### src/logic/openadc_pkg.sv
`default_nettype none

package openadc_pkg;

   // host bus
   localparam int unsigned APB_ADDR_W = 8;
   localparam int unsigned APB_DATA_W = 32;

   // register map, byte addresses
   localparam logic [APB_ADDR_W-1:0] GAIN_ADDR              = 8'h00;
   localparam logic [APB_ADDR_W-1:0] SETTINGS_ADDR          = 8'h04;
   localparam logic [APB_ADDR_W-1:0] ECHO_ADDR              = 8'h08;
   localparam logic [APB_ADDR_W-1:0] SAMPLES_ADDR           = 8'h0C;
   localparam logic [APB_ADDR_W-1:0] PRESAMPLES_ADDR        = 8'h10;
   localparam logic [APB_ADDR_W-1:0] OFFSET_ADDR            = 8'h14;
   localparam logic [APB_ADDR_W-1:0] DECIMATE_ADDR          = 8'h18;
   localparam logic [APB_ADDR_W-1:0] ADC_TRIG_LEVEL_ADDR    = 8'h1C;
   localparam logic [APB_ADDR_W-1:0] MAX_SAMPLES_ADDR       = 8'h20; // read only
   localparam logic [APB_ADDR_W-1:0] NUM_TRIGGERS_DATA_ADDR = 8'h24;
   localparam logic [APB_ADDR_W-1:0] NUM_TRIGGERS_STAT_ADDR = 8'h28;

   // settings byte, trigger mode and trigger wait set out of reset
   localparam logic [7:0] SETTINGS_RESET = 8'h24;

   localparam int unsigned SET_TRIG_MODE_BIT = 2;
   localparam int unsigned SET_ARM_BIT       = 3;
   localparam int unsigned SET_STREAM_BIT    = 4;
   localparam int unsigned SET_TRIG_WAIT_BIT = 5;
   localparam int unsigned SET_TRIG_NOW_BIT  = 6;

   // field widths
   localparam int unsigned GAIN_W       = 8;
   localparam int unsigned TRIG_LEVEL_W = 12;
   localparam int unsigned PRESAMPLES_W = 15;
   localparam int unsigned DOWNSAMPLE_W = 13;
   localparam int unsigned SAMPLES_W    = 32;

   // capture buffer limit, also the sample count after reset
   localparam logic [SAMPLES_W-1:0] MAX_SAMPLES = 32'd24576;

   // trigger interval log
   localparam int unsigned TRIG_FIFO_WIDTH = 32;
   localparam int unsigned TRIG_FIFO_DEPTH = 8;

endpackage

`default_nettype wire

### src/logic/trig_interval_fifo.sv
`default_nettype none

module trig_interval_fifo import openadc_pkg::*; #(
   parameter int unsigned depth_p = TRIG_FIFO_DEPTH // power of two
) (
   input  wire                        adc_sampleclk,
   input  wire                        reset,
   input  wire                        push_i,
   input  wire  [TRIG_FIFO_WIDTH-1:0] push_data_i,
   input  wire                        pop_i,
   input  wire                        flush_pop_i,
   input  wire                        clear_i,
   output logic [TRIG_FIFO_WIDTH-1:0] rdata_o,
   output logic                       full_o,
   output logic                       empty_o,
   output logic                       underflow_o
);

   localparam int unsigned ptr_w = $clog2(depth_p);
   localparam logic [ptr_w:0] full_cnt = depth_p[ptr_w:0];

   logic [TRIG_FIFO_WIDTH-1:0] mem_q [depth_p];
   logic [ptr_w-1:0]           wr_ptr_q;
   logic [ptr_w-1:0]           rd_ptr_q;
   logic [ptr_w:0]             count_q;
   logic                       pop;
   logic                       do_wr;
   logic                       do_rd;

   assign pop     = pop_i | flush_pop_i;
   assign full_o  = (count_q == full_cnt);
   assign empty_o = (count_q == '0);
   assign do_wr   = push_i & ~full_o;
   assign do_rd   = pop & ~empty_o;

   always_ff @(posedge adc_sampleclk) begin
      if (do_wr)
         mem_q[wr_ptr_q] <= push_data_i;
   end

   // pointers wrap on their own since depth is a power of two
   always_ff @(posedge adc_sampleclk) begin
      if (reset) begin
         wr_ptr_q <= '0;
         rd_ptr_q <= '0;
         count_q  <= '0;
      end else begin
         if (do_wr)
            wr_ptr_q <= wr_ptr_q + 1'b1;
         if (do_rd)
            rd_ptr_q <= rd_ptr_q + 1'b1;
         if (do_wr && !do_rd)
            count_q <= count_q + 1'b1;
         else if (do_rd && !do_wr)
            count_q <= count_q - 1'b1;
      end
   end

   // head is read out on pop and held until the next one
   always_ff @(posedge adc_sampleclk) begin
      if (reset) begin
         rdata_o     <= '0;
         underflow_o <= 1'b0;
      end else begin
         if (do_rd)
            rdata_o <= mem_q[rd_ptr_q];
         if (clear_i)
            underflow_o <= 1'b0;
         else if (pop && empty_o)
            underflow_o <= 1'b1; // sticky until host clears
      end
   end

endmodule

`default_nettype wire

### src/logic/trig_interval_logger.sv
`default_nettype none

module trig_interval_logger import openadc_pkg::*; (
   input  wire                        adc_sampleclk,
   input  wire                        reset,
   input  wire                        trigger_event_i,
   input  wire                        arm_i,
   input  wire                        fifo_clear_i,
   input  wire                        fifo_full_i,
   input  wire                        fifo_empty_i,
   output logic                       push_o,
   output logic [TRIG_FIFO_WIDTH-1:0] push_data_o,
   output logic                       flush_pop_o,
   output logic                       overflow_o
);

   logic [TRIG_FIFO_WIDTH-1:0] count_q;
   logic                       arm_q;
   logic                       flush_q;
   logic                       arm_rise;

   // cycles since last event, sticks at all ones
   always_ff @(posedge adc_sampleclk) begin
      if (reset) begin
         count_q <= '0;
      end else if (trigger_event_i) begin
         count_q <= '0;
      end else if (~&count_q) begin
         count_q <= count_q + 1'b1;
      end
   end

   assign push_o      = trigger_event_i & ~fifo_full_i;
   assign push_data_o = count_q;

   // event lost to a full fifo
   always_ff @(posedge adc_sampleclk) begin
      if (reset || fifo_clear_i) begin
         overflow_o <= 1'b0;
      end else if (trigger_event_i && fifo_full_i) begin
         overflow_o <= 1'b1;
      end
   end

   assign arm_rise = arm_i & ~arm_q;

   // drain old intervals when a new capture is armed
   always_ff @(posedge adc_sampleclk) begin
      if (reset) begin
         arm_q   <= 1'b0;
         flush_q <= 1'b0;
      end else begin
         arm_q <= arm_i;
         if (fifo_empty_i)
            flush_q <= 1'b0;
         else if (arm_rise)
            flush_q <= 1'b1;
      end
   end

   assign flush_pop_o = flush_q & ~fifo_empty_i;

endmodule

`default_nettype wire

### src/logic/openadc_reg_apb.sv
`default_nettype none

module openadc_reg_apb import openadc_pkg::*; (
   input  wire                        adc_sampleclk,
   input  wire                        reset,
   // apb slave
   input  wire                        psel_i,
   input  wire                        penable_i,
   input  wire                        pwrite_i,
   input  wire  [APB_ADDR_W-1:0]      paddr_i,
   input  wire  [APB_DATA_W-1:0]      pwdata_i,
   output logic [APB_DATA_W-1:0]      prdata_o,
   output logic                       pready_o,
   output logic                       pslverr_o,
   // trigger interval fifo
   input  wire  [TRIG_FIFO_WIDTH-1:0] fifo_rdata_i,
   input  wire                        fifo_empty_i,
   input  wire                        fifo_overflow_i,
   input  wire                        fifo_underflow_i,
   output logic                       fifo_pop_o,
   output logic                       fifo_clear_o,
   // capture controls
   output logic [GAIN_W-1:0]          gain_o,
   output logic                       trigger_mode_o,
   output logic                       cmd_arm_o,
   output logic                       fifo_stream_o,
   output logic                       trigger_wait_o,
   output logic                       trigger_now_o,
   output logic [APB_DATA_W-1:0]      trigger_offset_o,
   output logic [TRIG_LEVEL_W-1:0]    trigger_adclevel_o,
   output logic [SAMPLES_W-1:0]       maxsamples_o,
   output logic [PRESAMPLES_W-1:0]    presamples_o,
   output logic [DOWNSAMPLE_W-1:0]    downsample_o
);

   logic [GAIN_W-1:0]       gain_q;
   logic [7:0]              settings_q;
   logic [APB_DATA_W-1:0]   echo_q;
   logic [SAMPLES_W-1:0]    samples_q;
   logic [PRESAMPLES_W-1:0] presamples_q;
   logic [APB_DATA_W-1:0]   offset_q;
   logic [DOWNSAMPLE_W-1:0] downsample_q;
   logic [TRIG_LEVEL_W-1:0] trig_level_q;

   logic                    wr_en;
   logic                    addr_hit;
   logic [APB_DATA_W-1:0]   rd_data;

   assign wr_en = psel_i & penable_i & pwrite_i; // write lands at end of access phase

   always_comb begin
      addr_hit = 1'b1;
      rd_data  = '0;
      case (paddr_i)
         GAIN_ADDR:              rd_data = APB_DATA_W'(gain_q);
         SETTINGS_ADDR:          rd_data = APB_DATA_W'(settings_q);
         ECHO_ADDR:              rd_data = echo_q;
         SAMPLES_ADDR:           rd_data = APB_DATA_W'(samples_q);
         PRESAMPLES_ADDR:        rd_data = APB_DATA_W'(presamples_q);
         OFFSET_ADDR:            rd_data = offset_q;
         DECIMATE_ADDR:          rd_data = APB_DATA_W'(downsample_q);
         ADC_TRIG_LEVEL_ADDR:    rd_data = APB_DATA_W'(trig_level_q);
         MAX_SAMPLES_ADDR:       rd_data = APB_DATA_W'(MAX_SAMPLES);
         NUM_TRIGGERS_DATA_ADDR: rd_data = APB_DATA_W'(fifo_rdata_i);
         NUM_TRIGGERS_STAT_ADDR: begin
            rd_data = {{(APB_DATA_W-3){1'b0}}, fifo_underflow_i, fifo_overflow_i, fifo_empty_i};
         end
         default:                addr_hit = 1'b0;
      endcase
   end

   assign prdata_o  = (psel_i & ~pwrite_i) ? rd_data : '0;
   assign pready_o  = 1'b1; // no wait states
   assign pslverr_o = psel_i & penable_i & ~addr_hit;

   always_ff @(posedge adc_sampleclk) begin
      if (reset) begin
         gain_q       <= '0;
         settings_q   <= SETTINGS_RESET;
         echo_q       <= '0;
         samples_q    <= MAX_SAMPLES;
         presamples_q <= '0;
         offset_q     <= '0;
         downsample_q <= '0;
         trig_level_q <= '0;
      end else if (wr_en) begin
         case (paddr_i)
            GAIN_ADDR:           gain_q       <= pwdata_i[GAIN_W-1:0];
            SETTINGS_ADDR:       settings_q   <= pwdata_i[7:0];
            ECHO_ADDR:           echo_q       <= pwdata_i;
            SAMPLES_ADDR:        samples_q    <= pwdata_i[SAMPLES_W-1:0];
            PRESAMPLES_ADDR:     presamples_q <= pwdata_i[PRESAMPLES_W-1:0];
            OFFSET_ADDR:         offset_q     <= pwdata_i;
            DECIMATE_ADDR:       downsample_q <= pwdata_i[DOWNSAMPLE_W-1:0];
            ADC_TRIG_LEVEL_ADDR: trig_level_q <= pwdata_i[TRIG_LEVEL_W-1:0];
            default: ; // max samples is fixed, fifo addresses handled below
         endcase
      end
   end

   // fifo command pulses, high for the cycle after the write
   always_ff @(posedge adc_sampleclk) begin
      if (reset) begin
         fifo_pop_o   <= 1'b0;
         fifo_clear_o <= 1'b0;
      end else begin
         fifo_pop_o   <= wr_en & (paddr_i == NUM_TRIGGERS_DATA_ADDR);
         fifo_clear_o <= wr_en & (paddr_i == NUM_TRIGGERS_STAT_ADDR);
      end
   end

   assign gain_o             = gain_q;
   assign trigger_mode_o     = settings_q[SET_TRIG_MODE_BIT];
   assign cmd_arm_o          = settings_q[SET_ARM_BIT];
   assign fifo_stream_o      = settings_q[SET_STREAM_BIT];
   assign trigger_wait_o     = settings_q[SET_TRIG_WAIT_BIT];
   assign trigger_now_o      = settings_q[SET_TRIG_NOW_BIT];
   assign trigger_offset_o   = offset_q;
   assign trigger_adclevel_o = trig_level_q;
   assign maxsamples_o       = samples_q;
   assign presamples_o       = presamples_q;
   assign downsample_o       = downsample_q;

endmodule

`default_nettype wire

### src/logic/openadc_ctrl_top.sv
`default_nettype none

module openadc_ctrl_top import openadc_pkg::*; (
   input  wire                      adc_sampleclk,
   input  wire                      reset,
   input  wire                      psel_i,
   input  wire                      penable_i,
   input  wire                      pwrite_i,
   input  wire  [APB_ADDR_W-1:0]    paddr_i,
   input  wire  [APB_DATA_W-1:0]    pwdata_i,
   output logic [APB_DATA_W-1:0]    prdata_o,
   output logic                     pready_o,
   output logic                     pslverr_o,
   input  wire                      trigger_event_i,
   output logic [GAIN_W-1:0]        gain_o,
   output logic                     trigger_mode_o,
   output logic                     cmd_arm_o,
   output logic                     fifo_stream_o,
   output logic                     trigger_wait_o,
   output logic                     trigger_now_o,
   output logic [APB_DATA_W-1:0]    trigger_offset_o,
   output logic [TRIG_LEVEL_W-1:0]  trigger_adclevel_o,
   output logic [SAMPLES_W-1:0]     maxsamples_o,
   output logic [PRESAMPLES_W-1:0]  presamples_o,
   output logic [DOWNSAMPLE_W-1:0]  downsample_o
);

   logic [TRIG_FIFO_WIDTH-1:0] fifo_rdata;
   logic [TRIG_FIFO_WIDTH-1:0] push_data;
   logic                       fifo_empty;
   logic                       fifo_full;
   logic                       fifo_overflow;
   logic                       fifo_underflow;
   logic                       fifo_pop;
   logic                       fifo_clear;
   logic                       push;
   logic                       flush_pop;

   openadc_reg_apb u_reg (
      .adc_sampleclk      (adc_sampleclk),
      .reset              (reset),
      .psel_i             (psel_i),
      .penable_i          (penable_i),
      .pwrite_i           (pwrite_i),
      .paddr_i            (paddr_i),
      .pwdata_i           (pwdata_i),
      .prdata_o           (prdata_o),
      .pready_o           (pready_o),
      .pslverr_o          (pslverr_o),
      .fifo_rdata_i       (fifo_rdata),
      .fifo_empty_i       (fifo_empty),
      .fifo_overflow_i    (fifo_overflow),
      .fifo_underflow_i   (fifo_underflow),
      .fifo_pop_o         (fifo_pop),
      .fifo_clear_o       (fifo_clear),
      .gain_o             (gain_o),
      .trigger_mode_o     (trigger_mode_o),
      .cmd_arm_o          (cmd_arm_o),
      .fifo_stream_o      (fifo_stream_o),
      .trigger_wait_o     (trigger_wait_o),
      .trigger_now_o      (trigger_now_o),
      .trigger_offset_o   (trigger_offset_o),
      .trigger_adclevel_o (trigger_adclevel_o),
      .maxsamples_o       (maxsamples_o),
      .presamples_o       (presamples_o),
      .downsample_o       (downsample_o)
   );

   trig_interval_logger u_logger (
      .adc_sampleclk   (adc_sampleclk),
      .reset           (reset),
      .trigger_event_i (trigger_event_i),
      .arm_i           (cmd_arm_o),
      .fifo_clear_i    (fifo_clear),
      .fifo_full_i     (fifo_full),
      .fifo_empty_i    (fifo_empty),
      .push_o          (push),
      .push_data_o     (push_data),
      .flush_pop_o     (flush_pop),
      .overflow_o      (fifo_overflow)
   );

   trig_interval_fifo #(
      .depth_p (TRIG_FIFO_DEPTH)
   ) u_fifo (
      .adc_sampleclk (adc_sampleclk),
      .reset         (reset),
      .push_i        (push),
      .push_data_i   (push_data),
      .pop_i         (fifo_pop),
      .flush_pop_i   (flush_pop),
      .clear_i       (fifo_clear),
      .rdata_o       (fifo_rdata),
      .full_o        (fifo_full),
      .empty_o       (fifo_empty),
      .underflow_o   (fifo_underflow)
   );

endmodule

`default_nettype wire

### config.mk
export PLATFORM = sky130hd
export DESIGN_NAME = openadc_ctrl_top
export DESIGN_NICKNAME = d
export VERILOG_FILES = /design/src/logic/openadc_pkg.sv /design/src/logic/trig_interval_fifo.sv /design/src/logic/trig_interval_logger.sv /design/src/logic/openadc_reg_apb.sv /design/src/logic/openadc_ctrl_top.sv
export SDC_FILE = /design/constraint.sdc
export NUM_CORES = 1
export LEC_CHECK = 0
export BUFFER_PORTS_ARGS = -buffer_cell sky130_fd_sc_hd__buf_2
export CAP_MARGIN = 40
export CELL_PAD_IN_SITES_DETAIL_PLACEMENT = 0
export CELL_PAD_IN_SITES_GLOBAL_PLACEMENT = 1
export CORE_MARGIN = 5
export CORE_UTILIZATION = 50
export DETAILED_ROUTE_END_ITERATION = 6
export GPL_ROUTABILITY_DRIVEN = 0
export HOLD_SLACK_MARGIN = 0.03
export PLACE_DENSITY = 0.88
export REMOVE_ABC_BUFFERS = 1
export SETUP_SLACK_MARGIN = 0.05
export SLEW_MARGIN = 10
export SYNTH_ARGS = -nofsm -noshare
export SYNTH_HDL_FRONTEND = slang
export SYNTH_SLANG_ARGS = --single-unit
### constraint.sdc
create_clock -name adc_sampleclk -period 13.15 [get_ports adc_sampleclk]
set_input_delay 0.6575 -clock adc_sampleclk [delete_from_list [all_inputs] [get_ports adc_sampleclk]]
set_output_delay 0.6575 -clock adc_sampleclk [all_outputs]
set_load 0.05 [all_outputs]
==> key figures, run 1 <==
Setup path
  • CP startpoint kind: input port
  • CP max stage cell: nor4b_2
  • Reg2Reg Launch Point: u_fifo.count_q[0]
  • R2R cell count: 13
  • Worst EP arrival: 3150 ps
  • Max FO, Critical Path: 10
  • Critical Path Most Common Cell: buf_2
  • Nature of the critical path endpoint: output port
  • Required time worst endpoint: 12490 ps
  • Worst Setup Path Type: input port to output port
  • Max incr delay on CP: 670 ps
  • Worst Setup SP: paddr_i[5]
  • CP cell instances: buf_2 -> nor4b_2 -> buf_4 -> and2_1 -> a22oi_1 -> a31oi_1 -> buf_2

Die
  • Die area: 43200 µm²
  • Starting Density: 0.506
  • Die width: 208 µm
  • I/O pins: 197
  • Core Area: 38700 µm²
  • Die Height: 208 µm
  • Rows: 72

Clocking
  • Clk_lat worst skew: 550 ps
  • Post-CTS Resized: 0
  • CTS Buffer Depth: 3
  • TritonCTS clock tree: built
  • Post-CTS setup repair buffer count: 0
  • Clock transition at path regs: 70 ps
  • Cts bufs inserted: 45
  • CTS sink cnt: 488
  • Hold buffer count at cts: 0
  • CTS root buf: clkbuf_16
  • Htree depth: 2

Pwr
  • LEAKAGE: 7.58 nW
  • VDD IR max: 0.0000853 V
  • Combinational Power Share: 0.045
  • Sw Ratio: 0.210
  • Reg power frac: 0.525
  • Int Power: 0.00248 W
  • Clock share of power: 0.430
  • Cell Pwr Density: 139 nW/µm²
  • Net Sw Power: 0.000660 W

Final layout
  • Most frequent cells in the layout: nand2_1, edfxtp_1, dfxtp_1, buf_2, a21oi_1
  • Share of layout cells above drive strength 1: 0.219
  • Multi-input logic area: 6720 µm²
  • Nets: 1831
  • Storage element area: 12300 µm²
  • Ant diodes: 0
  • Fin area: 22500 µm²
  • Most common cell after layout, fill and taps aside: nand2_1
  • Area added between synthesis and finish: 15.1%
  • Layout fillers: 3031

Min path
  • WHS Path Cells: 3
  • HP Class: input port to register
  • Hold_sp: pwdata_i[26]

Detailed routing
  • Vias/cell: 5.98
  • Via count: 13900
  • DRC: 0
  • Total routed wirelength: 51.2 mm
  • DRC marker count from the first detailed-route iteration: 1422
  • DR WL/cell: 22.0 µm
  • Antenna Nets Post-Route: 0
  • 1st-pass router iterations: 5

Synth
  • Synth Flop Type: edfxtp_1
  • Synth area leader: edfxtp_1
  • Post-synth ARST share: 0
  • Area fraction of the dominant cell type after synthesis: 0.393
  • Area of the mapped netlist: 19600 µm²
  • Yosys reg bits: 488
  • Synth cell types: 61
  • EDFF count, synth: 256
  • Synthesis Warnings: 0
  • Register area share after synthesis: 0.630
  • Top cells by area, synth: edfxtp_1, dfxtp_1, mux4_2
  • Post-Syn Instances: 1625
  • Mean Syn Cell Area: 12.1 µm²

STA
  • Setup TNS Final: 0 ps
  • Clk_skew: 9.28 ps
  • Crit share post-route: 0.289
  • # setup viols final: 0
  • Min cycle time layout: 3810 ps
  • Final hold viol count: 0
  • Fmax: 0.263 GHz
  • RSZ-0062 raised after global routing: no
  • Worst Tran Pin Value: 912 ps
  • Slew headroom: 0.392
  • Final slew viol count: 0

Global route
  • Vias in the first global route: 13500
  • Total gr overflow: 0
  • Largest net degree at the start of global routing: 106
  • Global Route Usage Sum: 0.231
  • Initial antenna violation count: 0
  • Global-route wire length before repair: 80.3 mm

Job
  • Max-cap check violation count: 0

Outcome
  • Status: completed

Place
  • Area post-placement: 21000 µm²
  • Dpl hpwl: 31.5 mm
  • Port Buffers: 195
## state kept, by name, summed over array words and instances, names as in the netlist
register and flops:
u_reg.fifo_pop_o 1, u_reg.downsample_o 13, u_reg.echo_q 32, u_reg.presamples_o 15, u_fifo.mem_q 256, u_reg.gain_o 8
u_fifo.rdata_o 32, u_fifo.count_q 4, u_fifo.wr_ptr_q 3, u_logger.overflow_o 1, u_logger.flush_q 1, u_fifo.rd_ptr_q 3
u_reg.fifo_clear_o 1, u_reg.trigger_adclevel_o 12, u_reg.maxsamples_o 32, u_reg.settings_q 8, u_fifo.underflow_o 1, u_logger.arm_q 1
u_logger.push_data_o 32, u_reg.trigger_offset_o 32
## stage by stage
step / std cells / setup slack, ps / hold WS [ps] / util / total power (W)
floorplan: 1505 / 8770 / 400 / - / 0.00175
global placement: 2245 / 9420 / 422 / 0.540 / 0.00181
detailed placement: 2249 / 9380 / 428 / 0.542 / 0.00182
CTS: 2330 / 9380 / 346 / 0.582 / 0.00316
global route: 2330 / 9240 / 347 / 0.582 / 0.00324
finish: 2330 / 9340 / 367 / 0.582 / 0.00314
## power by group through the flow
stage                     combinational, W  clock [W]  sequential (W)
after global placement            0.000134          0         0.00168
final                             0.000140    0.00135         0.00165
after CTS                         0.000141    0.00137         0.00165
after floorplan                  0.0000738          0         0.00168
after detailed placement          0.000140          0         0.00168
after global routing              0.000154    0.00144         0.00165
## final timing paths
check	endpoint	slack (ps)
worst min-delay path	u_reg.echo_q[26]	370
worst max-delay path	prdata_o[11]	9340
worst min register to register	u_logger.overflow_o	430
worst max register to register	u_fifo.count_q[3]	10090
## cells by family after synthesis
logic type                 Yosys count  share of synthesized area
AOI/OAI and AO/OA                  358                      0.114
xor gates and xnor gates            18                    0.00805
adders and majority gates            7                    0.00486
buffers and inverters              129                     0.0302
DFF                                488                      0.630
muxes                              102                     0.0931
other                                1                   0.000191
and+or+nand+nor                    522                      0.120
## synthesized netlist by cell type, types with 5 or more instances
cell type / instances
a211oi_1: 34
a21oi_1: 191
a221oi_1: 8
a222oi_1: 10
a22o_1: 7
a22oi_1: 60
a31oi_1: 15
and2_1: 9
and3_1: 11
and4_1: 5
buf_1: 8
buf_2: 32
buf_4: 7
clkbuf_1: 70
dfxtp_1: 232
edfxtp_1: 256
ha_1: 6
inv_1: 9
mux2i_1: 37
mux4_2: 64
nand2_1: 311
nand3_1: 37
nand4_1: 12
nor2_1: 70
nor2b_1: 5
nor3_1: 12
nor4_1: 5
o21ai_0: 7
o21ai_1: 11
or3_1: 18
or4_1: 5
xnor2_1: 13
xor2_1: 5
## critical path: cells and delay by family
family / cells / cell delay [ps]
AO/OA/AOI/OAI: 2 / 540
buffers and inverters: 3 / 760
AND/OR/NAND/NOR: 2 / 1170
## final cells by class
class | instances | area share
Clock buffer | 57 | 0.0560
Clock inverter | 24 | 0.0127
Inverter | 9 | 0.00150
Multi-Input combinational cell | 1008 | 0.298
Sequential cell | 488 | 0.547
Tap cell | 518 | 0.0288
Timing Repair Buffer | 226 | 0.0556
## per-layer routing
layer / track usage / part of all wire
met1: 0.319 / 0.41
met5: 0 / 0
met3: 0.0455 / 0.083
met4: 0.0630 / 0.023
met2: 0.378 / 0.48
Power figures use the tool's default switching activity.
==> run 2: changes to the inputs <==
ABC_AREA = 1   (was unset)
CORE_UTILIZATION = 41   (was 50)
PLACE_DENSITY = 0.81   (was 0.88)
clock period = 3.49 ns   (was 13.15 ns; I/O delays follow)
==> key figures, run 2 <==
Outcome
  • Status: completed

Final layout
  • Nets: 2689
  • Area added between synthesis and finish: 16.7%
  • Fin area: 24600 µm²
  • Top reg by flops: u_fifo.mem_q
  • Layout fillers: 4886
  • Ant diodes: 0
  • Post-layout util: 0.481
  • Share of layout cells above drive strength 1: 0.142
  • Most frequent cells in the layout: nand2_1, nor2_1, o21ai_0, edfxtp_1, dfxtp_1
  • Most common cell after layout, fill and taps aside: nand2_1
  • Largest register FFs: 256

Global route
  • Global Route Usage Sum: 0.210
  • Largest net degree at the start of global routing: 70
  • Initial antenna violation count: 0
  • Vias in the first global route: 16600
  • GR Util met3: 0.0340
  • Global-route wire length before repair: 95.0 mm
  • Met2 Track Usage GR: 0.343
  • Total gr overflow: 0
  • Gr busiest metal: met2
  • Met1 Use GR: 0.291

Place
  • Area post-placement: 22600 µm²
  • Worst slack, placed: 935 ps
  • Dpl hpwl: 38.4 mm
  • Port Buffers: 195

STA
  • Final slew viol count: 0
  • Crit share post-route: 0.741
  • Fmax: 0.387 GHz
  • Worst Slack Setup Final: 904 ps
  • Setup TNS Final: 0 ps
  • Clk_skew: 28.8 ps
  • Min cycle time layout: 2590 ps
  • # setup viols final: 0
  • Final hold viol count: 0
  • Slew headroom: 0.471
  • Worst Tran Pin Value: 791 ps
  • Hold Slack: 74.5 ps
  • RSZ-0062 raised after global routing: no

Detailed routing
  • DR WL/cell: 18.2 µm
  • Via count: 17400
  • 1st-pass router iterations: 5
  • Vias/cell: 5.17
  • DRC marker count from the first detailed-route iteration: 1540
  • Total routed wirelength: 61.1 mm
  • Antenna Nets Post-Route: 0
  • DRC: 0

Synth
  • Synth cell types: 35
  • Synth Flop Type: edfxtp_1
  • Commonest cells in the netlist: nor2_1, nand2_1, o21ai_0
  • Top cells by area, synth: edfxtp_1, dfxtp_1, nor2_1
  • Top-count cell post-synth: nor2_1
  • Area of the mapped netlist: 21100 µm²
  • Register area share after synthesis: 0.586
  • Post-synth ARST share: 0
  • Area fraction of the dominant cell type after synthesis: 0.365
  • Synth area leader: edfxtp_1
  • Synthesis Warnings: 0
  • Mean Syn Cell Area: 8.59 µm²
  • Post-Syn Instances: 2451
  • EDFF count, synth: 256
  • Yosys reg bits: 488

Clocking
  • Post-CTS Resized: 0
  • TritonCTS clock tree: built
  • CTS sink cnt: 488
  • CTS root buf: clkbuf_16
  • Cts bufs inserted: 49
  • Clock transition at path regs: 60 ps
  • Htree depth: 2
  • CTS Buffer Depth: 3
  • Clk_lat worst skew: 600 ps

Die
  • Core Area: 51100 µm²
  • Die width: 237 µm
  • Rows: 83
  • Die Height: 237 µm
  • Starting Density: 0.412
  • Die area: 56000 µm²
  • I/O pins: 197

Setup path
  • WP buf/inv: 3
  • Reg-to-reg setup timing slack: 1050 ps
  • Worst EP arrival: 2410 ps
  • Max incr delay on CP: 600 ps
  • Required time worst endpoint: 3320 ps
  • Nature of the critical path endpoint: output port
  • Max FO, Critical Path: 21
  • CP startpoint kind: input port
  • CP cell instances: buf_2 -> inv_1 -> nand2_1 -> nor2_4 -> nand2_1 -> o21ai_0 -> nor2_1 -> nor2_1 -> buf_2
  • CP max stage cell: nand2_1
  • Worst Setup Path Type: input port to output port
  • Worst path top cell family by delay: simple AND/OR/NAND/NOR gates

Job
  • Max-cap check violation count: 0

Min path
  • HP Class: input port to register

Pwr
  • VDD IR max: 0.000379 V
  • LEAKAGE: 9.68 nW
  • Cell Pwr Density: 488 nW/µm²
-- run 2: cell count changes after synthesis, sizes merged, moves of 18 or more --
cell / change
inv: +166
nand3: +113
a22oi: -60
mux4: -64
nor2: +427
or3: -18
a211oi: -34
a21oi: -23
mux2i: -37
nand2: +172
o21ai: +279
-- run 2: through the flow --
step / total power [W] / std cells
after floorplan: 0.00655 / 2320
after global placement: 0.00673 / 3230
after detailed placement: 0.00675 / 3232
after CTS: 0.0121 / 3357
after global routing: 0.0124 / 3357
final: 0.0120 / 3357
-- run 2: metal layers --
layer  routed length (µm)  up-vias  share of wire
met5                    0        -              0
met4                 1570        0          0.026
met3                 4270      115          0.070
met2                28400      604           0.46
met1                26900     8194           0.44
li1                     -     8443              -
-- run 2: worst paths after layout --
kind,start,endpoint,cells past startpoint
min reg2reg,u_reg.trigger_offset_o[13],u_reg.trigger_offset_o[13],2
min,reset,u_fifo.count_q[3],3
max reg2reg,u_logger.push_data_o[0],u_logger.push_data_o[7],8
max,paddr_i[1],prdata_o[27],9
-- run 2: cells by family after synthesis --
| kind of cell | Yosys count | synth area share |
|---|---|---|
| adder cells (fa/ha/maj) | 7 | 0.00452 |
| other | 1 | 0.000178 |
| flip-flops | 488 | 0.586 |
| AND/OR/NAND/NOR | 1162 | 0.229 |
| AO/OA/AOI/OAI | 477 | 0.114 |
| buffers and inverters | 306 | 0.0621 |
| XOR/XNOR | 10 | 0.00416 |
-- run 2: power breakdown --
| part | leakage, nW | switching, W | internal [W] |
|---|---|---|---|
| logic | 4.70 | 0.000337 | 0.000152 |
| registers | 4.19 | 0.0000413 | 0.00612 |
| clock network | 0.797 | 0.00225 | 0.00307 |
| total | 9.68 | 0.00263 | 0.00935 |
-- run 2: what timing repair did --
action / CTS / global route
hold endpoints to repair: 154 / 0
setup buffers: 0 / 0
hold buffers: 33 / 0
-- run 2: worst register-to-register path: stages, from the launching register on --
cell and delay, ps:
dfxtp_1 620, ha_1 360, nand3_2 170, inv_2 130
nand2_2 90, nor2_4 160, nand2_1 370, buf_8 310
a31oi_1 150
-- run 2: cell type report --
cell class              count  area [µm²]  share of cell area
flip-flops and latches    488       12300               0.502
clock buffers              69        1380              0.0562
repair buffers            265        1640              0.0668
well taps                 680         851              0.0346
inverters                 175         659              0.0268
clock inverters            23         253              0.0103
multi-input cells        1657        7440               0.303
